### src/isa_pkg.sv
package isa_pkg;

	localparam int XLEN = 32;
	localparam int REG_INDEX_WIDTH = 5;

	// ******************************
	// Instruction class and operations
	// ******************************

	typedef enum logic [2:0] {
		CLASS_ALU,
		CLASS_JUMP,
		CLASS_BRANCH,
		CLASS_LOAD,
		CLASS_STORE,
		CLASS_MULDIV
	} op_class_e;

	// Ten result operations then six compares
	typedef enum logic [3:0] {
		ADD, SUB, SLL, SLT, SLTU, XOR, SRL, SRA, OR, AND,
		EQ, NE, LT, GE, LTU, GEU
	} alu_op_e;

	typedef enum logic [2:0] {
		SEL_ZERO,
		SEL_RS1,
		SEL_RS2,
		SEL_PC,
		SEL_IMM
	} operand_sel_e;

	typedef enum logic [2:0] {
		MUL, MULH, MULHSU, MULHU,
		DIV, DIVU, REM, REMU
	} muldiv_op_e;

	typedef enum logic [1:0] {
		WIDTH_BYTE,
		WIDTH_HALF,
		WIDTH_WORD
	} mem_width_e;

endpackage

### src/exec_pkg.sv
package exec_pkg;

	localparam int DEFAULT_TAG_WIDTH = 4;

	// Four-phase req/ack progress
	typedef enum logic [1:0] {
		HS_IDLE,
		HS_ACK,        // Own line high, waiting on the partner
		HS_WAIT_LOW    // Waiting for the partner's line to fall
	} hs_state_e;

	typedef enum logic [1:0] {
		CORE_IDLE,
		CORE_MUL,
		CORE_DIV,
		CORE_HOLD      // Result formed, result handshake in progress
	} core_state_e;

endpackage

### src/exec_bus_if.sv
`timescale 1ns/1ns

// Decoded instruction from receiver to core
interface issue_if #(
	parameter int TAG_WIDTH = exec_pkg::DEFAULT_TAG_WIDTH
);
	import isa_pkg::*;

	logic req;
	logic ack;
	logic [TAG_WIDTH-1:0] tag;
	logic [XLEN-1:0] pc, rs1, rs2, imm;
	logic [REG_INDEX_WIDTH-1:0] rd;
	op_class_e op_class;
	alu_op_e alu_op;
	operand_sel_e sel1, sel2;
	muldiv_op_e muldiv_op;
	mem_width_e mem_width;
	logic mem_signed;

	modport source (
		output req, tag, pc, rs1, rs2, imm, rd, op_class, alu_op, sel1, sel2,
		output muldiv_op, mem_width, mem_signed,
		input ack
	);
	modport sink (
		input req, tag, pc, rs1, rs2, imm, rd, op_class, alu_op, sel1, sel2,
		input muldiv_op, mem_width, mem_signed,
		output ack
	);
endinterface

// Finished result from core to sender
interface result_if #(
	parameter int TAG_WIDTH = exec_pkg::DEFAULT_TAG_WIDTH
);
	import isa_pkg::*;

	logic req;
	logic ack;
	logic [TAG_WIDTH-1:0] tag;
	logic [REG_INDEX_WIDTH-1:0] rd;
	logic [XLEN-1:0] rd_value, pc_next, mem_address;
	logic rd_write;
	logic mem_read, mem_write;
	mem_width_e mem_width;
	logic mem_signed;

	modport source (
		output req, tag, rd, rd_value, rd_write, pc_next,
		output mem_read, mem_write, mem_address, mem_width, mem_signed,
		input ack
	);
	modport sink (
		input req, tag, rd, rd_value, rd_write, pc_next,
		input mem_read, mem_write, mem_address, mem_width, mem_signed,
		output ack
	);
endinterface

### src/issue_receiver.sv
`timescale 1ns/1ns

module issue_receiver #(
	parameter int TAG_WIDTH = exec_pkg::DEFAULT_TAG_WIDTH
) (
	input logic i_clock,
	input logic i_reset,
	input logic i_issue_req,
	output logic o_issue_ack,
	input logic [TAG_WIDTH-1:0] i_tag,
	input logic [isa_pkg::XLEN-1:0] i_pc,
	input logic [isa_pkg::XLEN-1:0] i_rs1,
	input logic [isa_pkg::XLEN-1:0] i_rs2,
	input logic [isa_pkg::XLEN-1:0] i_imm,
	input logic [isa_pkg::REG_INDEX_WIDTH-1:0] i_rd,
	input isa_pkg::op_class_e i_op_class,
	input isa_pkg::alu_op_e i_alu_op,
	input isa_pkg::operand_sel_e i_sel1,
	input isa_pkg::operand_sel_e i_sel2,
	input isa_pkg::muldiv_op_e i_muldiv_op,
	input isa_pkg::mem_width_e i_mem_width,
	input logic i_mem_signed,
	issue_if.source src
);
	import exec_pkg::*;

	hs_state_e host_state;
	hs_state_e link_state;   // HS_IDLE here means the buffer is free
	logic capture;

	assign capture = (host_state == HS_IDLE) && i_issue_req && (link_state == HS_IDLE);
	assign o_issue_ack = (host_state == HS_ACK);
	assign src.req = (link_state == HS_ACK);

	always_ff @(posedge i_clock) begin
		if (i_reset) begin
			host_state <= HS_IDLE;
			link_state <= HS_IDLE;
		end else begin
			case (host_state)
				HS_IDLE: if (capture) host_state <= HS_ACK;
				default: if (!i_issue_req) host_state <= HS_IDLE;
			endcase

			// Buffer is held until the core's ack has fallen
			case (link_state)
				HS_IDLE: if (capture) link_state <= HS_ACK;
				HS_ACK: if (src.ack) link_state <= HS_WAIT_LOW;
				default: if (!src.ack) link_state <= HS_IDLE;
			endcase
		end
	end

	always_ff @(posedge i_clock) begin
		if (capture) begin
			src.tag <= i_tag;
			src.pc <= i_pc;
			src.rs1 <= i_rs1;
			src.rs2 <= i_rs2;
			src.imm <= i_imm;
			src.rd <= i_rd;
			src.op_class <= i_op_class;
			src.alu_op <= i_alu_op;
			src.sel1 <= i_sel1;
			src.sel2 <= i_sel2;
			src.muldiv_op <= i_muldiv_op;
			src.mem_width <= i_mem_width;
			src.mem_signed <= i_mem_signed;
		end
	end

endmodule

### src/alu.sv
`timescale 1ns/1ns

module alu (
	input isa_pkg::alu_op_e i_op,
	input logic [isa_pkg::XLEN-1:0] i_a,
	input logic [isa_pkg::XLEN-1:0] i_b,
	output logic [isa_pkg::XLEN-1:0] o_result,
	output logic o_compare
);
	import isa_pkg::*;

	localparam int SHAMT_WIDTH = $clog2(XLEN);

	logic [SHAMT_WIDTH-1:0] shamt;
	logic equal;
	logic signed_lt;
	logic unsigned_lt;

	assign shamt = i_b[SHAMT_WIDTH-1:0];
	assign equal = (i_a == i_b);
	assign signed_lt = ($signed(i_a) < $signed(i_b));
	assign unsigned_lt = (i_a < i_b);

	always_comb begin
		case (i_op)
			ADD: o_result = i_a + i_b;
			SUB: o_result = i_a - i_b;
			SLL: o_result = i_a << shamt;
			SLT: o_result = XLEN'(signed_lt);
			SLTU: o_result = XLEN'(unsigned_lt);
			XOR: o_result = i_a ^ i_b;
			SRL: o_result = i_a >> shamt;
			SRA: o_result = $signed(i_a) >>> shamt;   // Arithmetic, keeps the sign
			OR: o_result = i_a | i_b;
			AND: o_result = i_a & i_b;
			default: o_result = '0;   // Compares give no result
		endcase
	end

	// Branch condition, separate from the result mux
	always_comb begin
		case (i_op)
			EQ: o_compare = equal;
			NE: o_compare = !equal;
			LT: o_compare = signed_lt;
			GE: o_compare = !signed_lt;
			LTU: o_compare = unsigned_lt;
			GEU: o_compare = !unsigned_lt;
			default: o_compare = 1'b0;
		endcase
	end

endmodule

### src/divider.sv
`timescale 1ns/1ns

module divider (
	input logic i_clock,
	input logic i_reset,
	input logic i_start,
	input logic i_signed,
	input logic [isa_pkg::XLEN-1:0] i_numerator,
	input logic [isa_pkg::XLEN-1:0] i_denominator,
	output logic [isa_pkg::XLEN-1:0] o_quotient,
	output logic [isa_pkg::XLEN-1:0] o_remainder,
	output logic o_done
);
	import isa_pkg::*;

	localparam int COUNT_WIDTH = $clog2(XLEN);

	logic busy;
	logic [COUNT_WIDTH-1:0] count;
	logic [XLEN-1:0] partial;     // Partial remainder
	logic [XLEN-1:0] quotient;    // Dividend shifts out as quotient bits shift in
	logic [XLEN-1:0] divisor;
	logic [XLEN-1:0] numerator;
	logic negate_q;
	logic negate_r;
	logic by_zero;
	logic [XLEN:0] shifted;
	logic [XLEN:0] trial;

	assign shifted = {partial, quotient[XLEN-1]};
	assign trial = shifted - {1'b0, divisor};   // Top bit set means restore

	// The most negative value over -1 wraps back to itself, as RISC-V wants
	assign o_quotient = by_zero ? '1 : (negate_q ? -quotient : quotient);
	assign o_remainder = by_zero ? numerator : (negate_r ? -partial : partial);

	always_ff @(posedge i_clock) begin
		if (i_reset) begin
			busy <= 1'b0;
			count <= '0;
			o_done <= 1'b0;
		end else begin
			o_done <= 1'b0;
			if (i_start) begin
				busy <= 1'b1;
				count <= '0;
				partial <= '0;
				quotient <= (i_signed && i_numerator[XLEN-1]) ? -i_numerator : i_numerator;
				divisor <= (i_signed && i_denominator[XLEN-1]) ? -i_denominator : i_denominator;
				numerator <= i_numerator;
				negate_q <= i_signed && (i_numerator[XLEN-1] ^ i_denominator[XLEN-1]);
				negate_r <= i_signed && i_numerator[XLEN-1];
				by_zero <= (i_denominator == '0);
			end else if (busy) begin
				partial <= trial[XLEN] ? shifted[XLEN-1:0] : trial[XLEN-1:0];
				quotient <= {quotient[XLEN-2:0], !trial[XLEN]};
				count <= count + 1'b1;
				if (count == COUNT_WIDTH'(XLEN - 1)) begin
					busy <= 1'b0;
					o_done <= 1'b1;
				end
			end
		end
	end

endmodule

### src/execute_core.sv
`timescale 1ns/1ns

module execute_core #(
	parameter int TAG_WIDTH = exec_pkg::DEFAULT_TAG_WIDTH
) (
	input logic i_clock,
	input logic i_reset,
	issue_if.sink iss,
	result_if.source res
);
	import isa_pkg::*;
	import exec_pkg::*;

	core_state_e state;
	logic res_sent;                 // Sender has acked, waiting for its ack to fall
	logic [TAG_WIDTH-1:0] tag_q;
	muldiv_op_e md_op;
	logic [XLEN-1:0] mul_a;
	logic [XLEN-1:0] mul_b;
	logic mul_a_signed;
	logic mul_b_signed;
	logic signed [2*XLEN+1:0] product;
	logic [XLEN-1:0] op_a;
	logic [XLEN-1:0] op_b;
	logic [XLEN-1:0] alu_result;
	logic alu_compare;
	logic [XLEN-1:0] pc_plus4;
	logic take;
	logic is_div;
	logic div_start;
	logic div_signed;
	logic [XLEN-1:0] div_quotient;
	logic [XLEN-1:0] div_remainder;
	logic div_done;

	function automatic logic [XLEN-1:0] pick_operand(
		input operand_sel_e sel,
		input logic [XLEN-1:0] rs1,
		input logic [XLEN-1:0] rs2,
		input logic [XLEN-1:0] pc,
		input logic [XLEN-1:0] imm
	);
		case (sel)
			SEL_RS1: return rs1;
			SEL_RS2: return rs2;
			SEL_PC: return pc;
			SEL_IMM: return imm;
			default: return '0;
		endcase
	endfunction

	assign op_a = pick_operand(iss.sel1, iss.rs1, iss.rs2, iss.pc, iss.imm);
	assign op_b = pick_operand(iss.sel2, iss.rs1, iss.rs2, iss.pc, iss.imm);
	assign pc_plus4 = iss.pc + XLEN'(4);
	assign take = (state == CORE_IDLE) && iss.req && !iss.ack;
	assign is_div = iss.muldiv_op inside {DIV, DIVU, REM, REMU};
	assign div_start = take && (iss.op_class == CLASS_MULDIV) && is_div;
	assign div_signed = iss.muldiv_op inside {DIV, REM};
	assign res.tag = tag_q;

	alu u_alu (
		.i_op(iss.alu_op),
		.i_a(op_a),
		.i_b(op_b),
		.o_result(alu_result),
		.o_compare(alu_compare)
	);

	divider u_divider (
		.i_clock(i_clock),
		.i_reset(i_reset),
		.i_start(div_start),
		.i_signed(div_signed),
		.i_numerator(op_a),
		.i_denominator(op_b),
		.o_quotient(div_quotient),
		.o_remainder(div_remainder),
		.o_done(div_done)
	);

	// ******************************
	// Multiply on registered operands
	// ******************************
	assign mul_a_signed = (md_op != MULHU);
	assign mul_b_signed = (md_op == MUL) || (md_op == MULH);
	assign product = $signed({mul_a_signed & mul_a[XLEN-1], mul_a})
		* $signed({mul_b_signed & mul_b[XLEN-1], mul_b});

	always_ff @(posedge i_clock) begin
		if (i_reset) begin
			state <= CORE_IDLE;
			iss.ack <= 1'b0;
			res.req <= 1'b0;
			res_sent <= 1'b0;
		end else begin
			if (iss.ack && !iss.req)
				iss.ack <= 1'b0;

			case (state)
				CORE_IDLE: if (take) begin
					iss.ack <= 1'b1;
					tag_q <= iss.tag;
					res.rd <= iss.rd;
					res.rd_value <= alu_result;
					res.rd_write <= iss.op_class inside {CLASS_ALU, CLASS_JUMP, CLASS_LOAD, CLASS_MULDIV};
					res.pc_next <= pc_plus4;
					res.mem_read <= (iss.op_class == CLASS_LOAD);
					res.mem_write <= (iss.op_class == CLASS_STORE);
					res.mem_address <= alu_result;
					res.mem_width <= iss.mem_width;
					res.mem_signed <= iss.mem_signed;
					mul_a <= op_a;
					mul_b <= op_b;
					md_op <= iss.muldiv_op;
					state <= CORE_HOLD;
					case (iss.op_class)
						CLASS_JUMP: begin
							res.rd_value <= pc_plus4;   // Link value
							res.pc_next <= alu_result;
						end
						CLASS_BRANCH: if (alu_compare) res.pc_next <= iss.pc + iss.imm;
						CLASS_STORE: res.rd_value <= iss.rs2;
						CLASS_MULDIV: state <= is_div ? CORE_DIV : CORE_MUL;
						default: ;
					endcase
				end
				CORE_MUL: begin
					res.rd_value <= (md_op == MUL) ? product[XLEN-1:0] : product[2*XLEN-1:XLEN];
					state <= CORE_HOLD;
				end
				CORE_DIV: if (div_done) begin
					res.rd_value <= (md_op inside {DIV, DIVU}) ? div_quotient : div_remainder;
					state <= CORE_HOLD;
				end
				default: begin
					// Result handshake, back to idle once the sender's ack is low
					if (!res_sent) begin
						if (!res.req) begin
							res.req <= 1'b1;
						end else if (res.ack) begin
							res.req <= 1'b0;
							res_sent <= 1'b1;
						end
					end else if (!res.ack) begin
						res_sent <= 1'b0;
						state <= CORE_IDLE;
					end
				end
			endcase
		end
	end

endmodule

### src/result_sender.sv
`timescale 1ns/1ns

module result_sender #(
	parameter int TAG_WIDTH = exec_pkg::DEFAULT_TAG_WIDTH
) (
	input logic i_clock,
	input logic i_reset,
	result_if.sink res,
	output logic o_res_req,
	input logic i_res_ack,
	output logic [TAG_WIDTH-1:0] o_tag,
	output logic [isa_pkg::REG_INDEX_WIDTH-1:0] o_rd,
	output logic [isa_pkg::XLEN-1:0] o_rd_value,
	output logic o_rd_write,
	output logic [isa_pkg::XLEN-1:0] o_pc_next,
	output logic o_mem_read,
	output logic o_mem_write,
	output logic [isa_pkg::XLEN-1:0] o_mem_address,
	output isa_pkg::mem_width_e o_mem_width,
	output logic o_mem_signed
);
	import exec_pkg::*;

	hs_state_e host_state;
	logic full;
	logic capture;

	assign capture = res.req && !res.ack && !full;
	assign o_res_req = (host_state == HS_ACK);

	always_ff @(posedge i_clock) begin
		if (i_reset) begin
			host_state <= HS_IDLE;
			full <= 1'b0;
			res.ack <= 1'b0;
		end else begin
			if (capture) begin
				res.ack <= 1'b1;
				full <= 1'b1;
			end else if (res.ack && !res.req) begin
				res.ack <= 1'b0;
			end

			case (host_state)
				HS_IDLE: if (full) host_state <= HS_ACK;
				HS_ACK: if (i_res_ack) host_state <= HS_WAIT_LOW;
				default: if (!i_res_ack) begin
					host_state <= HS_IDLE;
					full <= 1'b0;   // Host is done with it
				end
			endcase
		end
	end

	always_ff @(posedge i_clock) begin
		if (capture) begin
			o_tag <= res.tag;
			o_rd <= res.rd;
			o_rd_value <= res.rd_value;
			o_rd_write <= res.rd_write;
			o_pc_next <= res.pc_next;
			o_mem_read <= res.mem_read;
			o_mem_write <= res.mem_write;
			o_mem_address <= res.mem_address;
			o_mem_width <= res.mem_width;
			o_mem_signed <= res.mem_signed;
		end
	end

endmodule

### src/execute_unit.sv
`timescale 1ns/1ns

module execute_unit #(
	parameter int TAG_WIDTH = exec_pkg::DEFAULT_TAG_WIDTH
) (
	input logic i_clock,
	input logic i_reset,

	// Issue port
	input logic i_issue_req,
	output logic o_issue_ack,
	input logic [TAG_WIDTH-1:0] i_tag,
	input logic [isa_pkg::XLEN-1:0] i_pc,
	input logic [isa_pkg::XLEN-1:0] i_rs1,
	input logic [isa_pkg::XLEN-1:0] i_rs2,
	input logic [isa_pkg::XLEN-1:0] i_imm,
	input logic [isa_pkg::REG_INDEX_WIDTH-1:0] i_rd,
	input isa_pkg::op_class_e i_op_class,
	input isa_pkg::alu_op_e i_alu_op,
	input isa_pkg::operand_sel_e i_sel1,
	input isa_pkg::operand_sel_e i_sel2,
	input isa_pkg::muldiv_op_e i_muldiv_op,
	input isa_pkg::mem_width_e i_mem_width,
	input logic i_mem_signed,

	// Result port
	output logic o_res_req,
	input logic i_res_ack,
	output logic [TAG_WIDTH-1:0] o_tag,
	output logic [isa_pkg::REG_INDEX_WIDTH-1:0] o_rd,
	output logic [isa_pkg::XLEN-1:0] o_rd_value,
	output logic o_rd_write,
	output logic [isa_pkg::XLEN-1:0] o_pc_next,
	output logic o_mem_read,
	output logic o_mem_write,
	output logic [isa_pkg::XLEN-1:0] o_mem_address,
	output isa_pkg::mem_width_e o_mem_width,
	output logic o_mem_signed
);

	issue_if #(.TAG_WIDTH(TAG_WIDTH)) issue_bus ();
	result_if #(.TAG_WIDTH(TAG_WIDTH)) result_bus ();

	issue_receiver #(.TAG_WIDTH(TAG_WIDTH)) u_issue_receiver (
		.i_clock(i_clock),
		.i_reset(i_reset),
		.i_issue_req(i_issue_req),
		.o_issue_ack(o_issue_ack),
		.i_tag(i_tag),
		.i_pc(i_pc),
		.i_rs1(i_rs1),
		.i_rs2(i_rs2),
		.i_imm(i_imm),
		.i_rd(i_rd),
		.i_op_class(i_op_class),
		.i_alu_op(i_alu_op),
		.i_sel1(i_sel1),
		.i_sel2(i_sel2),
		.i_muldiv_op(i_muldiv_op),
		.i_mem_width(i_mem_width),
		.i_mem_signed(i_mem_signed),
		.src(issue_bus.source)
	);

	execute_core #(.TAG_WIDTH(TAG_WIDTH)) u_execute_core (
		.i_clock(i_clock),
		.i_reset(i_reset),
		.iss(issue_bus.sink),
		.res(result_bus.source)
	);

	result_sender #(.TAG_WIDTH(TAG_WIDTH)) u_result_sender (
		.i_clock(i_clock),
		.i_reset(i_reset),
		.res(result_bus.sink),
		.o_res_req(o_res_req),
		.i_res_ack(i_res_ack),
		.o_tag(o_tag),
		.o_rd(o_rd),
		.o_rd_value(o_rd_value),
		.o_rd_write(o_rd_write),
		.o_pc_next(o_pc_next),
		.o_mem_read(o_mem_read),
		.o_mem_write(o_mem_write),
		.o_mem_address(o_mem_address),
		.o_mem_width(o_mem_width),
		.o_mem_signed(o_mem_signed)
	);

endmodule

### config.mk
export PLATFORM = sky130hd
export DESIGN_NAME = execute_unit
export DESIGN_NICKNAME = d
export VERILOG_FILES = /design/src/isa_pkg.sv /design/src/exec_pkg.sv /design/src/exec_bus_if.sv /design/src/issue_receiver.sv /design/src/alu.sv /design/src/divider.sv /design/src/execute_core.sv /design/src/result_sender.sv /design/src/execute_unit.sv
export SDC_FILE = /design/constraint.sdc
export NUM_CORES = 2
export LEC_CHECK = 0
export BUFFER_PORTS_ARGS = -buffer_cell sky130_fd_sc_hd__buf_2
export CAP_MARGIN = 20
export CORE_AREA = 2 2 377 379
export CTS_CLUSTER_DIAMETER = 50
export DETAILED_ROUTE_END_ITERATION = 16
export DIE_AREA = 0 0 379 381
export GPL_TIMING_DRIVEN = 1
export PLACE_DENSITY = 0.81
export SLEW_MARGIN = 20
export SYNTH_ARGS = -nofsm -noshare
export SYNTH_HDL_FRONTEND = slang
export SYNTH_SLANG_ARGS = --single-unit
### constraint.sdc
create_clock -name i_clock -period 22 [get_ports i_clock]
set_input_delay 2.2 -clock i_clock [delete_from_list [all_inputs] [get_ports i_clock]]
set_output_delay 2.2 -clock i_clock [all_outputs]
set_load 0.03 [all_outputs]
==> flow_summary.toml <==
[sta]
slew-limit-headroom_pct = 17.7
max_freq_mhz = 103
finalSetupViolCount = 0
worst_clock_skew_ns = 0.0735
fin_worst_hold_slack_ns = 0.393
min_period_ns = 9.66
timing_max_transition_violations_final = 0
hold_viol = 0
setup-tns-final_ns = 0
finalCritPeriodShare_pct = 43.9
timing_worst_slew_pin_value_ns = 1.23
rsz0062_at_grt = "false"

[detailed_routing]
firstDrtPassIters = 8
remaining_drc_errors = 0
post_drt_via_cell_ratio = 6.18
routed_wl_mm = 253
num_vias = 63115
drt_iter0_drc = 7853
wl_per_cell_um = 24.8
antenna_left = 0

[synthesis]
syn-cell-area_sq_um = 76900
netlist-cell-type-count = 118
post_synth_edffs = 576
synth.mux.area_fraction_pct = 2.01
postSynthCellCount = 8197
synth_ff_type = "edfxtp_1"
number_of_storage_elements_in_the_synthesis_netlist = 595
postSynthNetCount = 9869
synth_fa_ha_area_share_pct = 35.6
syn_area_per_cell_sq_um = 9.38
synth_simple_gate_area_share_pct = 14.5
ys_warnings = 0
async_flop_share_pct = 0
synth-seq-area-share_pct = 23.0
synth_compound_area_share_pct = 12.4
synth_top_family_by_area = "adder cells"
synth_xor_area_share_pct = 3.13

[cts]
cts_htree_levels = 3
cts.repair_timing.setup_buffer_count = 0
cts_tree = "done"
ctsRootBufferMaster = "clkbuf_16"
cts_num_sinks = 595
clk_pin_slew_ns = 0.06
clock_tree.buffer_depth = 3
cts_bufs_inserted = 73
cts_repair_resize_count = 0
cts_hold_buffers = 0
worst_skew_pair.late_latency_ns = 0.67

[placement]
gp_routability_congestion = 1.06
numPortBuffers = 272
place.detailed.hpwl_mm = 201
dp_cells = 10066

[layout]
layout.cells.most_common = "inv_1"
finish.net_count = 9924
area_growth_pct = 7.39
layout-drive-gt1-share_pct = 8.29
final_cells = 10214
most-common-layout-cells = "inv_1 (1377), fa_1 (1129), nand2_1 (1106), edfxtp_1 (576), nor2_1 (394)"

[worst_hold_path]
timing.hold.worst_endpoint = "u_result_sender.o_mem_address[30]$_DFFE_PP_"
hold-path-cell-count = 0
timing.hold.worst.start = "u_execute_core.res.mem_address[30]$_DFFE_PP_"
hold_path_class = "reg -> reg"

[worst_setup_path]
critPathMaxFanout = 34
cpMaxStageDelayCell = "fa_1"
timing_worst_setup_path_type = "reg -> reg"
crit_buf_inv = 8
r2r_slack_ns = 12.34
crit-reg2reg-launch = "u_execute_core.mul_a[31]$_DFFE_PP_"
arr_time_crit_path_ns = 10.04
timing.reg2reg.worst_path_depth = 27
crit_cells = 27
crit_path_end_kind = "flop"
critical-path-top-cell-by-count = "fa_1"
cell_family_with_the_largest_share_of_critical_path_delay = "adder cells"
worstSetupStartpointType = "flop"
regToRegEndpoint = "u_execute_core.res.rd_value[31]$_DFFE_PP_"
worst_path_largest_cell_delay_ns = 0.78
critPathRequiredTime_ns = 22.38

[floorplanning]
io-pin-count = 273
die_height_um = 381
core_area_sq_um = 141000
floorplan.die_area_sq_um = 144000
dieWidth_um = 379
fp-row-count = 138
initial_utilization_pct = 54.7

[status]
run_status = "completed"

[global_route]
grt_antenna_before_repair = 19
number_of_global_route_vias_before_repair = 64490
grt_start_max_net_pins = 81
first_pass_grt_wire_length_mm = 386
congestion_overflow_gr = 0
track_usage_pct = 35.2

[job]
drv.max_cap_violation_count = 0
## sequential cells by signal, indices dropped and copies added, names as in the netlist, 4 cells and up
signal                              flops
u_issue_receiver.src.rd                 5
u_issue_receiver.src.tag                4
u_execute_core.u_divider.partial       32
u_issue_receiver.src.alu_op             4
u_issue_receiver.src.imm               32
u_result_sender.o_mem_address          32
u_execute_core.res.pc_next             32
u_result_sender.o_rd_value             32
u_issue_receiver.src.pc                32
u_execute_core.u_divider.quotient      32
u_result_sender.o_rd                    5
u_execute_core.res.rd                   5
u_issue_receiver.src.rs1               32
u_result_sender.o_tag                   4
u_execute_core.mul_b                   32
u_result_sender.o_pc_next              32
u_execute_core.u_divider.count          5
u_execute_core.res.rd_value            32
u_execute_core.res.mem_address         32
u_execute_core.u_divider.divisor       32
u_execute_core.mul_a                   32
u_execute_core.u_divider.numerator     32
u_execute_core.res.tag                  4
u_issue_receiver.src.rs2               32
## metal layers
layer / track usage [%] / routed length [um] / up-vias
met5: 0 / 97 / -
met4: 20.1 / 17100 / 14
met3: 8.18 / 28800 / 852
met2: 53.9 / 113000 / 3987
met1: 46.1 / 94100 / 31317
li1: - / - / 26945
## kinds of logic (layout without fill, tap and decap cells)
group                      Yosys count  after routing
AOI/OAI and AO/OA                 1452           1452
xor gates and xnor gates           274            274
adders and majority gates         1512           1512
buffers and inverters             1838           1950
DFF                                595            595
muxes                              151            151
other                                0             15
and+or+nand+nor                   2375           2375
## synthesized netlist by cell type (all sizes together), types with 77 or more instances
cell	number	area share, %
ha	383	6.2
a221oi	77	0.92
buf	106	0.80
fa	1129	29
nor3	115	0.80
nand3	92	0.60
edfxtp	576	23
clkbuf	344	1.7
o21ai	369	2.4
nor2	411	2.1
xnor2	204	2.3
mux2i	137	1.8
and2	303	2.5
a21oi	384	2.5
nand2	1107	5.4
inv	1386	6.8
## how the worst max path moves through the flow
stage | start | to
after floorplan | i_issue_req | u_issue_receiver.src.alu_op[0]$_DFFE_PP_
after global placement | u_execute_core.mul_a[31]$_DFFE_PP_ | u_execute_core.res.rd_value[31]$_DFFE_PP_
after detailed placement | u_execute_core.mul_a[31]$_DFFE_PP_ | u_execute_core.res.rd_value[31]$_DFFE_PP_
after CTS | u_execute_core.mul_a[31]$_DFFE_PP_ | u_execute_core.res.rd_value[31]$_DFFE_PP_
after global routing | u_execute_core.mul_a[31]$_DFFE_PP_ | u_execute_core.res.rd_value[31]$_DFFE_PP_
final | u_execute_core.mul_a[31]$_DFFE_PP_ | u_execute_core.res.rd_value[31]$_DFFE_PP_
## cell type report
| cell class | instances | area [sq um] |
|---|---|---|
| antenna | 15 | 37.5 |
| clock buffer | 87 | 1920 |
| clock inverter | 45 | 531 |
| fill | 11732 | 58000 |
| inverter | 1388 | 5220 |
| multi-input combinational | 5764 | 52200 |
| sequential | 595 | 17700 |
| tap | 1890 | 2360 |
| timing repair buffer | 430 | 2570 |
## stage by stage
| step | setup WS (ns) | area (sq um) | util [%] |
|---|---|---|---|
| 2_1_floorplan | 2.98 | 76900 | - |
| 3_3_place_gp | 12.57 | 80000 | 56.9 |
| 3_5_place_dp | 12.41 | 80000 | 56.9 |
| 4_1_cts | 12.40 | 82500 | 58.7 |
| 5_1_grt | 11.81 | 82500 | 58.7 |
| 6_report | 12.34 | 82500 | 58.7 |
Power is not shown: default switching activity piles up to over one toggle a cycle in this logic, so the estimate is an artifact.
